## src/eth_pkg.sv

```systemverilog
// ethernet header union, header length and byte-index constants, FSM state codes

package eth_pkg;

    // header length on the wire, in bytes
    localparam int ETH_HDR_BYTES = 14;

    // header byte counter width, tx and rx
    localparam int HDR_PTR_W = 4;

    // counter value of the final header byte
    localparam logic [HDR_PTR_W-1:0] HDR_LAST_PTR = HDR_PTR_W'(ETH_HDR_BYTES - 1);

    // byte-view index of the first byte on the wire (top of dest_mac)
    localparam int HDR_FIRST_BYTE = ETH_HDR_BYTES - 1;

    // tx FSM states
    localparam logic [1:0] TX_IDLE = 2'd0;
    localparam logic [1:0] TX_HDR = 2'd1;
    localparam logic [1:0] TX_PAYLOAD = 2'd2;

    // rx FSM states
    localparam logic [1:0] RX_INIT = 2'd0;
    localparam logic [1:0] RX_HDR = 2'd1;
    localparam logic [1:0] RX_PAYLOAD = 2'd2;

    // header as named fields
    typedef struct packed {
        logic [47:0] dest_mac;
        logic [47:0] src_mac;
        logic [15:0] eth_type;
    } eth_fields_t;

    // same 112 bits as named fields or as wire bytes
    // byte 13 goes out first
    typedef union packed {
        eth_fields_t                    f;
        logic [ETH_HDR_BYTES-1:0][7:0]  b;
    } eth_hdr_t;

endpackage
```

## src/eth_loopback_top.sv

```systemverilog
// loopback top level: frame transmitter feeding frame receiver over a byte link

`timescale 1ns/1ps

module eth_loopback_top (
    input  logic        clk,
    input  logic        rst,

    // header into tx
    input  logic        s_hdr_valid,
    output logic        s_hdr_ready,
    input  logic [47:0] s_dest_mac,
    input  logic [47:0] s_src_mac,
    input  logic [15:0] s_type,

    // payload into tx
    input  logic [7:0]  s_tdata,
    input  logic        s_tvalid,
    output logic        s_tready,
    input  logic        s_tlast,
    input  logic        s_tuser,

    // header out of rx
    output logic        m_hdr_valid,
    input  logic        m_hdr_ready,
    output logic [47:0] m_dest_mac,
    output logic [47:0] m_src_mac,
    output logic [15:0] m_type,

    // payload out of rx
    output logic [7:0]  m_tdata,
    output logic        m_tvalid,
    input  logic        m_tready,
    output logic        m_tlast,
    output logic        m_tuser,

    output logic        tx_busy,
    output logic        rx_busy
);

    // internal byte link
    logic [7:0] link_tdata;
    logic       link_tvalid;
    logic       link_tready;
    logic       link_tlast;
    logic       link_tuser;

    eth_axis_tx tx_i (
        .clk         (clk),
        .rst         (rst),
        .s_hdr_valid (s_hdr_valid),
        .s_hdr_ready (s_hdr_ready),
        .s_dest_mac  (s_dest_mac),
        .s_src_mac   (s_src_mac),
        .s_type      (s_type),
        .s_tdata     (s_tdata),
        .s_tvalid    (s_tvalid),
        .s_tready    (s_tready),
        .s_tlast     (s_tlast),
        .s_tuser     (s_tuser),
        .m_tdata     (link_tdata),
        .m_tvalid    (link_tvalid),
        .m_tready    (link_tready),
        .m_tlast     (link_tlast),
        .m_tuser     (link_tuser),
        .busy        (tx_busy)
    );

    eth_axis_rx rx_i (
        .clk         (clk),
        .rst         (rst),
        .s_tdata     (link_tdata),
        .s_tvalid    (link_tvalid),
        .s_tready    (link_tready),
        .s_tlast     (link_tlast),
        .s_tuser     (link_tuser),
        .m_hdr_valid (m_hdr_valid),
        .m_hdr_ready (m_hdr_ready),
        .m_dest_mac  (m_dest_mac),
        .m_src_mac   (m_src_mac),
        .m_type      (m_type),
        .m_tdata     (m_tdata),
        .m_tvalid    (m_tvalid),
        .m_tready    (m_tready),
        .m_tlast     (m_tlast),
        .m_tuser     (m_tuser),
        .busy        (rx_busy)
    );

endmodule

```

## src/eth_axis_rx.sv

```systemverilog
// ethernet frame receiver: byte stream to header fields plus payload stream

`timescale 1ns/1ps

module eth_axis_rx import eth_pkg::*; (
    input  logic        clk,
    input  logic        rst,

    // frame in
    input  logic [7:0]  s_tdata,
    input  logic        s_tvalid,
    output logic        s_tready,
    input  logic        s_tlast,
    input  logic        s_tuser,

    // header out
    output logic        m_hdr_valid,
    input  logic        m_hdr_ready,
    output logic [47:0] m_dest_mac,
    output logic [47:0] m_src_mac,
    output logic [15:0] m_type,

    // payload out
    output logic [7:0]  m_tdata,
    output logic        m_tvalid,
    input  logic        m_tready,
    output logic        m_tlast,
    output logic        m_tuser,

    output logic        busy
);

    logic [1:0]           state;
    logic [HDR_PTR_W-1:0] hdr_ptr;
    eth_hdr_t             hdr_sr;
    logic                 hdr_valid_reg;

    logic [7:0] pay_tdata;
    logic       pay_tvalid;
    logic       pay_tlast;
    logic       pay_tuser;
    logic       busy_reg;

    logic link_xfer;
    logic hdr_xfer;
    logic pay_xfer;

    // link ready from registered state and sink ready only
    always_comb begin
        case (state)
            RX_HDR:     s_tready = !hdr_valid_reg;
            RX_PAYLOAD: s_tready = !pay_tvalid || m_tready;
            default:    s_tready = 1'b0;
        endcase
    end

    assign link_xfer = s_tvalid && s_tready;
    assign hdr_xfer  = link_xfer && (state == RX_HDR);
    assign pay_xfer  = link_xfer && (state == RX_PAYLOAD);

    always_ff @(posedge clk) begin
        if (rst) begin
            state         <= RX_INIT;
            hdr_ptr       <= '0;
            hdr_valid_reg <= 1'b0;
            pay_tvalid    <= 1'b0;
            busy_reg      <= 1'b0;
        end else begin
            if (m_hdr_ready) begin
                hdr_valid_reg <= 1'b0;
            end

            case (state)
                RX_INIT: begin
                    state <= RX_HDR;
                end
                RX_HDR: begin
                    if (hdr_xfer) begin
                        busy_reg <= 1'b1;
                        if (hdr_ptr == HDR_LAST_PTR) begin
                            // full header collected
                            hdr_ptr       <= '0;
                            hdr_valid_reg <= 1'b1;
                            state         <= RX_PAYLOAD;
                        end else begin
                            hdr_ptr <= hdr_ptr + 1'b1;
                        end
                    end
                end
                RX_PAYLOAD: begin
                    if (pay_xfer && s_tlast) begin
                        busy_reg <= 1'b0;
                        state    <= RX_HDR;
                    end
                end
                default: begin
                    state <= RX_INIT;
                end
            endcase

            // single output slot, refilled in the cycle it drains
            if (pay_xfer) begin
                pay_tvalid <= 1'b1;
            end else if (m_tready) begin
                pay_tvalid <= 1'b0;
            end
        end
    end

    always_ff @(posedge clk) begin
        if (hdr_xfer) begin
            hdr_sr.b <= {hdr_sr.b[ETH_HDR_BYTES-2:0], s_tdata};
        end
        if (pay_xfer) begin
            pay_tdata <= s_tdata;
            pay_tlast <= s_tlast;
            pay_tuser <= s_tuser;
        end
    end

    assign m_hdr_valid = hdr_valid_reg;
    assign m_dest_mac  = hdr_sr.f.dest_mac;
    assign m_src_mac   = hdr_sr.f.src_mac;
    assign m_type      = hdr_sr.f.eth_type;

    assign m_tdata  = pay_tdata;
    assign m_tvalid = pay_tvalid;
    assign m_tlast  = pay_tlast;
    assign m_tuser  = pay_tuser;
    assign busy     = busy_reg;

    // shift register frozen while the header waits
    hdr_hold: assert property (@(posedge clk) disable iff (rst)
        m_hdr_valid && !m_hdr_ready |=> m_hdr_valid && $stable(m_dest_mac)
            && $stable(m_src_mac) && $stable(m_type));

    // stalled payload byte held
    pay_hold: assert property (@(posedge clk) disable iff (rst)
        m_tvalid && !m_tready |=> m_tvalid && $stable(m_tdata) && $stable(m_tlast)
            && $stable(m_tuser));

endmodule

```

## src/eth_axis_tx.sv

```systemverilog
// ethernet frame transmitter: header fields plus payload stream to one byte stream

`timescale 1ns/1ps

module eth_axis_tx import eth_pkg::*; (
    input  logic        clk,
    input  logic        rst,

    // header in
    input  logic        s_hdr_valid,
    output logic        s_hdr_ready,
    input  logic [47:0] s_dest_mac,
    input  logic [47:0] s_src_mac,
    input  logic [15:0] s_type,

    // payload in
    input  logic [7:0]  s_tdata,
    input  logic        s_tvalid,
    output logic        s_tready,
    input  logic        s_tlast,
    input  logic        s_tuser,

    // frame out
    output logic [7:0]  m_tdata,
    output logic        m_tvalid,
    input  logic        m_tready,
    output logic        m_tlast,
    output logic        m_tuser,

    output logic        busy
);

    logic [1:0]           state;
    logic [1:0]           state_next;
    logic [HDR_PTR_W-1:0] hdr_ptr;
    logic [HDR_PTR_W-1:0] hdr_ptr_next;
    logic                 store_hdr;

    eth_hdr_t hdr_in;
    eth_hdr_t hdr_reg;

    logic s_hdr_ready_reg;
    logic s_hdr_ready_next;
    logic s_tready_reg;
    logic s_tready_next;
    logic busy_reg;

    // byte headed into the skid stage
    logic [7:0] int_tdata;
    logic       int_tvalid;
    logic       int_tlast;
    logic       int_tuser;
    logic       int_tready_reg;
    logic       int_tready_early;

    // skid stage
    logic [7:0] out_tdata;
    logic       out_tvalid;
    logic       out_tvalid_next;
    logic       out_tlast;
    logic       out_tuser;
    logic [7:0] tmp_tdata;
    logic       tmp_tvalid;
    logic       tmp_tvalid_next;
    logic       tmp_tlast;
    logic       tmp_tuser;
    logic       int_to_out;
    logic       int_to_tmp;
    logic       tmp_to_out;

    assign hdr_in.f.dest_mac = s_dest_mac;
    assign hdr_in.f.src_mac  = s_src_mac;
    assign hdr_in.f.eth_type = s_type;

    assign s_hdr_ready = s_hdr_ready_reg;
    assign s_tready    = s_tready_reg;
    assign busy        = busy_reg;

    always_comb begin
        state_next       = state;
        hdr_ptr_next     = hdr_ptr;
        store_hdr        = 1'b0;
        s_hdr_ready_next = 1'b0;
        s_tready_next    = 1'b0;
        int_tdata        = 8'd0;
        int_tvalid       = 1'b0;
        int_tlast        = 1'b0;
        int_tuser        = 1'b0;

        case (state)
            TX_IDLE: begin
                hdr_ptr_next     = '0;
                s_hdr_ready_next = 1'b1;
                if (s_hdr_valid && s_hdr_ready) begin
                    store_hdr        = 1'b1;
                    s_hdr_ready_next = 1'b0;
                    state_next       = TX_HDR;
                    // first byte straight from the inputs if there is room
                    if (int_tready_reg) begin
                        int_tvalid   = 1'b1;
                        int_tdata    = hdr_in.b[HDR_FIRST_BYTE];
                        hdr_ptr_next = HDR_PTR_W'(1);
                    end
                end
            end
            TX_HDR: begin
                if (int_tready_reg) begin
                    int_tvalid   = 1'b1;
                    int_tdata    = hdr_reg.b[HDR_LAST_PTR - hdr_ptr];
                    hdr_ptr_next = hdr_ptr + 1'b1;
                    if (hdr_ptr == HDR_LAST_PTR) begin
                        s_tready_next = int_tready_early;
                        state_next    = TX_PAYLOAD;
                    end
                end
            end
            TX_PAYLOAD: begin
                s_tready_next = int_tready_early;
                int_tdata     = s_tdata;
                int_tvalid    = s_tvalid;
                int_tlast     = s_tlast;
                int_tuser     = s_tuser;
                if (s_tvalid && s_tready && s_tlast) begin
                    s_tready_next    = 1'b0;
                    s_hdr_ready_next = 1'b1;
                    state_next       = TX_IDLE;
                end
            end
            default: begin
                state_next = TX_IDLE;
            end
        endcase
    end

    always_ff @(posedge clk) begin
        if (rst) begin
            state           <= TX_IDLE;
            hdr_ptr         <= '0;
            s_hdr_ready_reg <= 1'b0;
            s_tready_reg    <= 1'b0;
            busy_reg        <= 1'b0;
        end else begin
            state           <= state_next;
            hdr_ptr         <= hdr_ptr_next;
            s_hdr_ready_reg <= s_hdr_ready_next;
            s_tready_reg    <= s_tready_next;
            busy_reg        <= (state_next != TX_IDLE);
        end
    end

    always_ff @(posedge clk) begin
        if (store_hdr) begin
            hdr_reg <= hdr_in;
        end
    end

    // room next cycle unless the temp register would be filled
    assign int_tready_early = m_tready || (!tmp_tvalid && (!out_tvalid || !int_tvalid));

    always_comb begin
        out_tvalid_next = out_tvalid;
        tmp_tvalid_next = tmp_tvalid;
        int_to_out      = 1'b0;
        int_to_tmp      = 1'b0;
        tmp_to_out      = 1'b0;

        if (int_tready_reg) begin
            if (m_tready || !out_tvalid) begin
                out_tvalid_next = int_tvalid;
                int_to_out      = 1'b1;
            end else begin
                // sink stalled, park the byte
                tmp_tvalid_next = int_tvalid;
                int_to_tmp      = 1'b1;
            end
        end else if (m_tready) begin
            // drain the parked byte
            out_tvalid_next = tmp_tvalid;
            tmp_tvalid_next = 1'b0;
            tmp_to_out      = 1'b1;
        end
    end

    always_ff @(posedge clk) begin
        if (rst) begin
            out_tvalid     <= 1'b0;
            tmp_tvalid     <= 1'b0;
            int_tready_reg <= 1'b0;
        end else begin
            out_tvalid     <= out_tvalid_next;
            tmp_tvalid     <= tmp_tvalid_next;
            int_tready_reg <= int_tready_early;
        end
    end

    always_ff @(posedge clk) begin
        if (int_to_out) begin
            out_tdata <= int_tdata;
            out_tlast <= int_tlast;
            out_tuser <= int_tuser;
        end else if (tmp_to_out) begin
            out_tdata <= tmp_tdata;
            out_tlast <= tmp_tlast;
            out_tuser <= tmp_tuser;
        end
        if (int_to_tmp) begin
            tmp_tdata <= int_tdata;
            tmp_tlast <= int_tlast;
            tmp_tuser <= int_tuser;
        end
    end

    assign m_tdata  = out_tdata;
    assign m_tvalid = out_tvalid;
    assign m_tlast  = out_tlast;
    assign m_tuser  = out_tuser;

    // a stalled byte stays put until the sink takes it
    out_hold: assert property (@(posedge clk) disable iff (rst)
        m_tvalid && !m_tready |=> m_tvalid && $stable(m_tdata) && $stable(m_tlast)
            && $stable(m_tuser));

    // header and payload are never open at once
    ready_excl: assert property (@(posedge clk) disable iff (rst)
        !(s_hdr_ready && s_tready));

endmodule

```

## config.mk

```make
export PLATFORM = sky130hd
export DESIGN_NAME = eth_loopback_top
export DESIGN_NICKNAME = d
export VERILOG_FILES = /design/src/eth_pkg.sv /design/src/eth_loopback_top.sv /design/src/eth_axis_rx.sv /design/src/eth_axis_tx.sv
export SDC_FILE = /design/constraint.sdc
export NUM_CORES = 1
export LEC_CHECK = 0
export BUFFER_PORTS_ARGS = -buffer_cell sky130_fd_sc_hd__buf_2
export CAP_MARGIN = 20
export CORE_MARGIN = 2
export CORE_UTILIZATION = 53
export CTS_CLUSTER_DIAMETER = 150
export CTS_CLUSTER_SIZE = 24
export DETAILED_ROUTE_END_ITERATION = 6
export HOLD_SLACK_MARGIN = 0.05
export PLACE_DENSITY_LB_ADDON = 0.25
export SYNTH_ARGS = -nofsm -noshare
export SYNTH_HDL_FRONTEND = slang
export SYNTH_SLANG_ARGS = --single-unit
```

## constraint.sdc

```tcl
create_clock -name clk -period 5.2 [get_ports clk]
set_input_delay 0.26 -clock clk [delete_from_list [all_inputs] [get_ports clk]]
set_output_delay 0.26 -clock clk [all_outputs]
set_load 0.02 [all_outputs]
```

==> flow_metrics.tcl, run 1 <==
set metrics [dict create \
    vias 6417 \
    final-max-slew-violation-count 0 \
    synth_edf_count 254 \
    critPathLaunch "tx_i.hdr_ptr[1]$_SDFFE_PP0P_" \
    cts_root_buf "clkbuf_16" \
    final_area_um2 13200 \
    run_status "completed" \
    ys_seq_area_share_pct 79.9 \
    grt_pass1_wl_um 35100 \
    n_fill_cell 1173 \
    p_int_w 0.00324 \
    rr_endpoint "tx_i.tmp_tdata[0]$_DFFE_PP_" \
    max_stage_delay_ns 0.66 \
    leakagePower_nw 4.82 \
    cp_top_family "simple AND/OR/NAND/NOR gates" \
    grt_pass1_vias 6510 \
    endpoint_kind "flip-flop" \
    cts_max_path_buffers 3 \
    avgSynthCellArea_um2 17.9 \
    setup.worst_path.start_class "flip-flop" \
    crit_fanout 35 \
    arrival_ns 3.29 \
    worst_pin_slew_ns 0.992 \
    finalCritPeriodShare_pct 58.9 \
    syn_to_final_growth_pct 30.7 \
    cts.sinks 275 \
    gp_congestion 0.915 \
    combPwrFrac_pct 8.8 \
    drive_gt1_share_pct 32.8 \
    rsz0062_at_grt "no" \
    p_seq_share_pct 61.8 \
    antenna_found_initial 4 \
    syn-num-nets 703 \
    met3_length_um 1690 \
    critPathRequiredTime_ns 5.43 \
    post-dp-hpwl_um 15000 \
    core_area_um2 18700 \
    power_density_nw_per_um2 313 \
    final_cell_mix "buf_2, edfxtp_1, dlygate4sd3_1" \
    layout_commonest_cell "buf_2" \
    crit_path_top_delay_cell "nor2b_1" \
    via_per_inst 5.45 \
    yosys.cell_types.count 47 \
    gr-usage-all-layers_pct 22.7 \
    worstHoldStart "s_tuser" \
    finalSetupTns_ns 0 \
    die_w_um 142 \
    drtPass1Iterations 6 \
    relSlewSlack_pct 33.6 \
    drtIter0Drc 537 \
    wl_per_cell_um 19.8 \
    placed_area_um2 11600 \
    crit_type "reg -> reg" \
    m1WireLength_um 9060 \
    crit_end "tx_i.tmp_tdata[0]$_DFFE_PP_" \
    finalWorstSetupSlack_ns 2.14 \
    grt_overflow_total 0 \
    finalWirelength_um 23300 \
    synth.cell_area_um2 10100 \
    highest_layer "met5" \
    finalNetCount 1073 \
    path_clk_slew_ns 0.10 \
    wl_met2_um 12000 \
    finalSetupViolations 0 \
    drv_cap 0 \
    skew_ns 0.0235 \
    min_period_ns 3.06 \
    place_ws_ns 2.22 \
    dieHeight_um 142 \
    hold_viol_final 0 \
    yosysWarnings 0 \
    power_w 0.00412 \
    power_switching_share_pct 21.4 \
    drcViolationCount 0 \
    io_pins 256 \
    initial_core_util_pct 53.9 \
    reg2reg_from "tx_i.hdr_ptr[1]$_SDFFE_PP0P_" \
    cts_htree_levels 1 \
    fmax_mhz 327 \
    synth_cells 563 \
    reg2reg_slack_ns 2.14 \
    p_switching_w 0.000882 \
    synth-main-ff-cell "edfxtp_1" \
    ir_drop_mv 0.243 \
    cts_made_buffers 15 \
    synth-seq-cells 275 \
    design.die.area_um2 20100 \
    io_buffers 255 \
    async_reset_ff_share_pct 0 \
    cp_num_buf_inv 2 \
    cts_tree "done" \
    pwr-share-clk_pct 29.3 \
    crit_cells 8 \
    grt_max_degree 75 \
    rows 50 \
    drtAntennaViolNets 0 \
    clk_latency_ns 0.49 \
    crit_chain "buf_4 > inv_1 > ha_1 > nor2b_1 > a22oi_1 > a21o_1 > a222oi_1 > nor2_1" \
    hp-class "in -> reg" \
    worstRegToRegCells 8 \
]
[what timing repair did]
item,CTS,global route
buffers inserted,0,0
endpoints found under the hold margin,114,0
hold buffers,114,0
resized for setup,0,0
[cells by family (layout without fill, tap and decap cells)]
kind of cell | Yosys count | count (layout) | synth area share, %
xor gates and xnor gates | 2 | 2 | 0.174
and+or+nand+nor | 95 | 95 | 4.63
AOI/OAI and AO/OA | 83 | 83 | 5.91
muxes | 60 | 60 | 6.28
other | 0 | 3 | 0
buffers and inverters | 36 | 414 | 1.65
DFF | 275 | 275 | 79.9
adders and majority gates | 12 | 12 | 1.49
[final cells by class]
| cell class | count | area [um2] | area share [%] |
|---|---|---|---|
| flip-flops and latches | 275 | 8050 | 61.1 |
| repair buffers | 375 | 2470 | 18.8 |
| multi-input cells | 252 | 1870 | 14.2 |
| clock inverters | 1 | 16.3 | 0.123 |
| clock buffers | 24 | 409 | 3.11 |
| well taps | 234 | 293 | 2.22 |
| diodes | 3 | 7.51 | 0.0570 |
| inverters | 14 | 52.6 | 0.399 |
[cells in the mapped netlist, types with 3 or more instances]
master / instances / share of area, %
edfxtp_1: 254 / 76
mux2i_1: 34 / 3.4
nor2_1: 33 / 1.2
mux2_2: 26 / 2.9
dfxtp_1: 21 / 4.2
nand2_1: 21 / 0.78
inv_1: 14 / 0.52
a22oi_1: 13 / 0.97
a31oi_1: 13 / 0.81
a21oi_1: 12 / 0.60
ha_1: 12 / 1.5
buf_2: 10 / 0.50
a222oi_1: 8 / 0.79
o21ai_0: 8 / 0.40
o2bb2ai_1: 8 / 0.70
clkbuf_1: 7 / 0.26
or4_1: 7 / 0.52
nand2b_1: 5 / 0.31
nand3_1: 5 / 0.25
o22ai_1: 5 / 0.31
a21o_1: 4 / 0.30
a32oi_1: 4 / 0.35
nand4_1: 4 / 0.25
nor3_1: 4 / 0.20
nor2b_1: 3 / 0.19
[per-layer routing]
metal | GRT usage, % | vias to the layer above
li1 | - | 2952
met1 | 27.1 | 3107
met4 | 6.00 | 2
met2 | 42.0 | 315
met3 | 4.83 | 41
met5 | 0 | -
[stage by stage]
step	hold slack, ns	utilization [%]	instances
5_1_grt	0.0764	70.4	1177
3_3_place_gp	0.412	61.9	1034
2_1_floorplan	0.346	-	563
4_1_cts	0.0732	70.2	1173
6_report	0.0802	70.4	1178
3_5_place_dp	0.409	61.9	1034
[worst register-to-register path, stage by stage, from the launching register on]
cell and delay, ns:
dfxtp_1 0.32, buf_4 0.39, inv_1 0.10, ha_1 0.52
nor2b_1 0.66, a22oi_1 0.17, a21o_1 0.24, a222oi_1 0.31
nor2_1 0.11
[power groups by stage]
stage / logic (W) / clock network, W / registers, W
finish: 0.000364 / 0.00121 / 0.00255
detailed placement: 0.000280 / 0 / 0.00260
global route: 0.000399 / 0.00131 / 0.00256
floorplan: 0.000181 / 0 / 0.00259
CTS: 0.000347 / 0.00124 / 0.00255
global placement: 0.000270 / 0 / 0.00260
[worst min-delay path by stage]
stage / endpoint / slack [ns] / depth (start not counted)
3_3_place_gp: rx_i.m_tuser$_DFFE_PP_ / 0.41 / 0
4_1_cts: tx_i.tmp_tuser$_DFFE_PP_ / 0.07 / 2
5_1_grt: tx_i.tmp_tuser$_DFFE_PP_ / 0.08 / 2
3_5_place_dp: rx_i.m_tuser$_DFFE_PP_ / 0.41 / 0
2_1_floorplan: tx_i.state[0]$_SDFF_PP0_ / 0.35 / 1
6_report: tx_i.tmp_tuser$_DFFE_PP_ / 0.08 / 2
Note: power is estimated with default switching activity, not from simulation.
==> run 2, diff against run 1 <==
Settings changed: ABC_AREA from default to 1, CORE_UTILIZATION 53 to 48.
Clock period 5.2 ns to 2.7 ns, I/O delays scaled along.
==> run 2 against run 1 <==
Via count up 14%. Cell area up 4.5%. Synthesized cell count up 43%. Critical endpoint is now rx_i.m_hdr_valid$_SDFF_PP0_. Combinational power up 130%. Total power up 96%. Critical path type unchanged. Global-route usage down 1.7 points. Highest routed layer is now met4. Area after synthesis up 4.2%. Largest cell class unchanged. Clock skew up 0.0036 ns. Final cell count up 25%. Register-to-register slack worse by 1.9 ns. Critical path depth up 4. Non-clock buffer count up 11.
==> flow_metrics.tcl, run 2 <==
set metrics [dict create \
    gr-usage-all-layers_pct 21.0 \
    cts_setup_buffers 0 \
    wl_per_cell_um 16.9 \
    crit_type "reg -> reg" \
    core_area_um2 21600 \
    grt_max_degree 90 \
    arrival_ns 2.91 \
    clk_latency_ns 0.49 \
    critPathRequiredTime_ns 3.14 \
    fin_hold_ws_ns 0.0769 \
    gp_congestion 0.809 \
    hold_path_depth 3 \
    io_buffers 255 \
    netlist.area_leader.share_pct 72.6 \
    drv_cap 0 \
    final_cell_mix "buf_2, edfxtp_1, nand2_1" \
    endpoint_kind "flip-flop" \
    finalWirelength_um 24900 \
    yosys.cell_types.count 35 \
    cts_root_buf "clkbuf_16" \
    avgSynthCellArea_um2 13.1 \
    combPwrFrac_pct 10.4 \
    p_seq_share_pct 60.4 \
    synth_top_cell_by_area "edfxtp_1" \
    worst_pin_slew_ns 0.722 \
    synth-seq-cells 275 \
    via_per_inst 4.97 \
    relSlewSlack_pct 51.9 \
    hp-class "in -> reg" \
    p_switching_w 0.00184 \
    cts_tree "done" \
    io_pins 256 \
    fmax_mhz 404 \
    syn_to_final_growth_pct 31.1 \
    worstRegToRegCells 12 \
    rows 54 \
    synth_area_leaders "edfxtp_1, nand2_1, nand3_1, dfxtp_1, inv_1" \
    drtIter0Drc 473 \
    die_w_um 152 \
    synth.cell_area_um2 10500 \
    cts_made_buffers 15 \
    antenna_found_initial 1 \
    syn-num-nets 944 \
    synth_commonest_cells "edfxtp_1, nand2_1, nand3_1, inv_1" \
    post-dp-hpwl_um 16100 \
    final_core_util_pct 63.7 \
    synth_cells 804 \
    cts_htree_levels 1 \
    dieHeight_um 152 \
    path_clk_slew_ns 0.10 \
    synth-main-ff-cell "edfxtp_1" \
    finalNetCount 1322 \
    initial_core_util_pct 48.6 \
    run_status "completed" \
    crit_fanout 27 \
    grt_pass1_wl_um 38700 \
    finalSetupViolations 0 \
    design.die.area_um2 23100 \
    ys_seq_area_share_pct 76.6 \
    final-max-slew-violation-count 0 \
    drcViolationCount 0 \
    ir_drop_mv 0.693 \
    vias 7323 \
    leakagePower_nw 5.72 \
    cts_hold_buf 121 \
    yosysWarnings 0 \
    post_cts_resized 0 \
    cts.sinks 275 \
    synth_edf_count 254 \
    grt_pass1_vias 7238 \
    min_period_ns 2.47 \
    async_reset_ff_share_pct 0 \
    drtAntennaViolNets 0 \
    skew_ns 0.0271 \
    setup.worst_path.start_class "flip-flop" \
    yosysMostFrequentCell "edfxtp_1" \
    power_switching_share_pct 22.7 \
    cts_max_path_buffers 3 \
    p_int_w 0.00624 \
    finalCritPeriodShare_pct 91.6 \
    layout_commonest_cell "buf_2" \
    grt_overflow_total 0 \
    drive_gt1_share_pct 25.9 \
    hold_viol_final 0 \
    rsz0062_at_grt "no" \
    power_density_nw_per_um2 587 \
    pwr-share-clk_pct 29.2 \
    drtPass1Iterations 5 \
    reg2reg_slack_ns 0.23 \
]
run 2: layout make-up:
class	instances	area, um2
well taps	280	350
flip-flops and latches	275	8050
diodes	1	2.50
clock buffers	24	409
clock inverters	2	25.0
repair buffers	386	2610
multi-input cells	422	2000
fillers	1646	7850
inverters	82	313
run 2: power by group through the flow:
| stage | Sequential, W | Clock, W | Combinational, W |
|---|---|---|---|
| CTS | 0.00488 | 0.00242 | 0.000835 |
| finish | 0.00488 | 0.00236 | 0.000840 |
| detailed placement | 0.00498 | 0 | 0.000695 |
| global placement | 0.00497 | 0 | 0.000678 |
| global route | 0.00490 | 0.00257 | 0.000939 |
| floorplan | 0.00498 | 0 | 0.000450 |
run 2: logic make-up (layout without fill, tap and decap cells):
family	count (synthesis)	count (layout)	share of synthesized area [%]
and+or+nand+nor	361	361	14.5
other	0	1	0
DFF	275	275	76.6
adders and majority gates	12	12	1.43
AOI/OAI and AO/OA	47	47	2.66
xor gates and xnor gates	2	2	0.238
buffers and inverters	107	494	4.53
run 2: path summary, 6_finish.rpt:
check,to,startpoint
max,rx_i.m_hdr_valid$_SDFF_PP0_,rx_i.state[1]$_SDFFE_PP0P_
min,tx_i.tmp_tdata[4]$_DFFE_PP_,s_tdata[4]
max reg2reg,rx_i.m_hdr_valid$_SDFF_PP0_,rx_i.state[1]$_SDFFE_PP0P_
min reg2reg,rx_i.m_tuser$_DFFE_PP_,tx_i.m_tuser$_DFFE_PP_
run 2: per-stage QoR:
stage | setup WS (ns) | setup TNS, ns | instances | area [um2] | total power, W
3_5_place_dp | 0.557 | 0 | 1324 | 12100 | 0.00567
2_1_floorplan | -0.258 | -1.04 | 804 | 10500 | 0.00543
5_1_grt | 0.00675 | 0 | 1471 | 13800 | 0.00841
4_1_cts | 0.226 | 0 | 1471 | 13800 | 0.00814
6_report | 0.227 | 0 | 1472 | 13800 | 0.00808
3_3_place_gp | 0.596 | 0 | 1324 | 12100 | 0.00565
run 2: worst max-delay path, cell delays in order (launching register included):
cell and delay (ns):
dfxtp_1 0.32, inv_1 0.11, ha_1 0.29, inv_2 0.05
o21ai_2 0.20, nand2_2 0.10, inv_2 0.07, nand3_2 0.15
inv_4 0.17, buf_12 0.20, nand2_2 0.08, a21oi_1 0.11
dlygate4sd3_1 0.55
run 2: layer usage:
layer  share of wire [%]  global-route usage (%)
met3                 7.2                    4.02
met2                  50                    36.7
met4                 2.5                    5.83
met5                   0                       0
met1                  41                    27.0
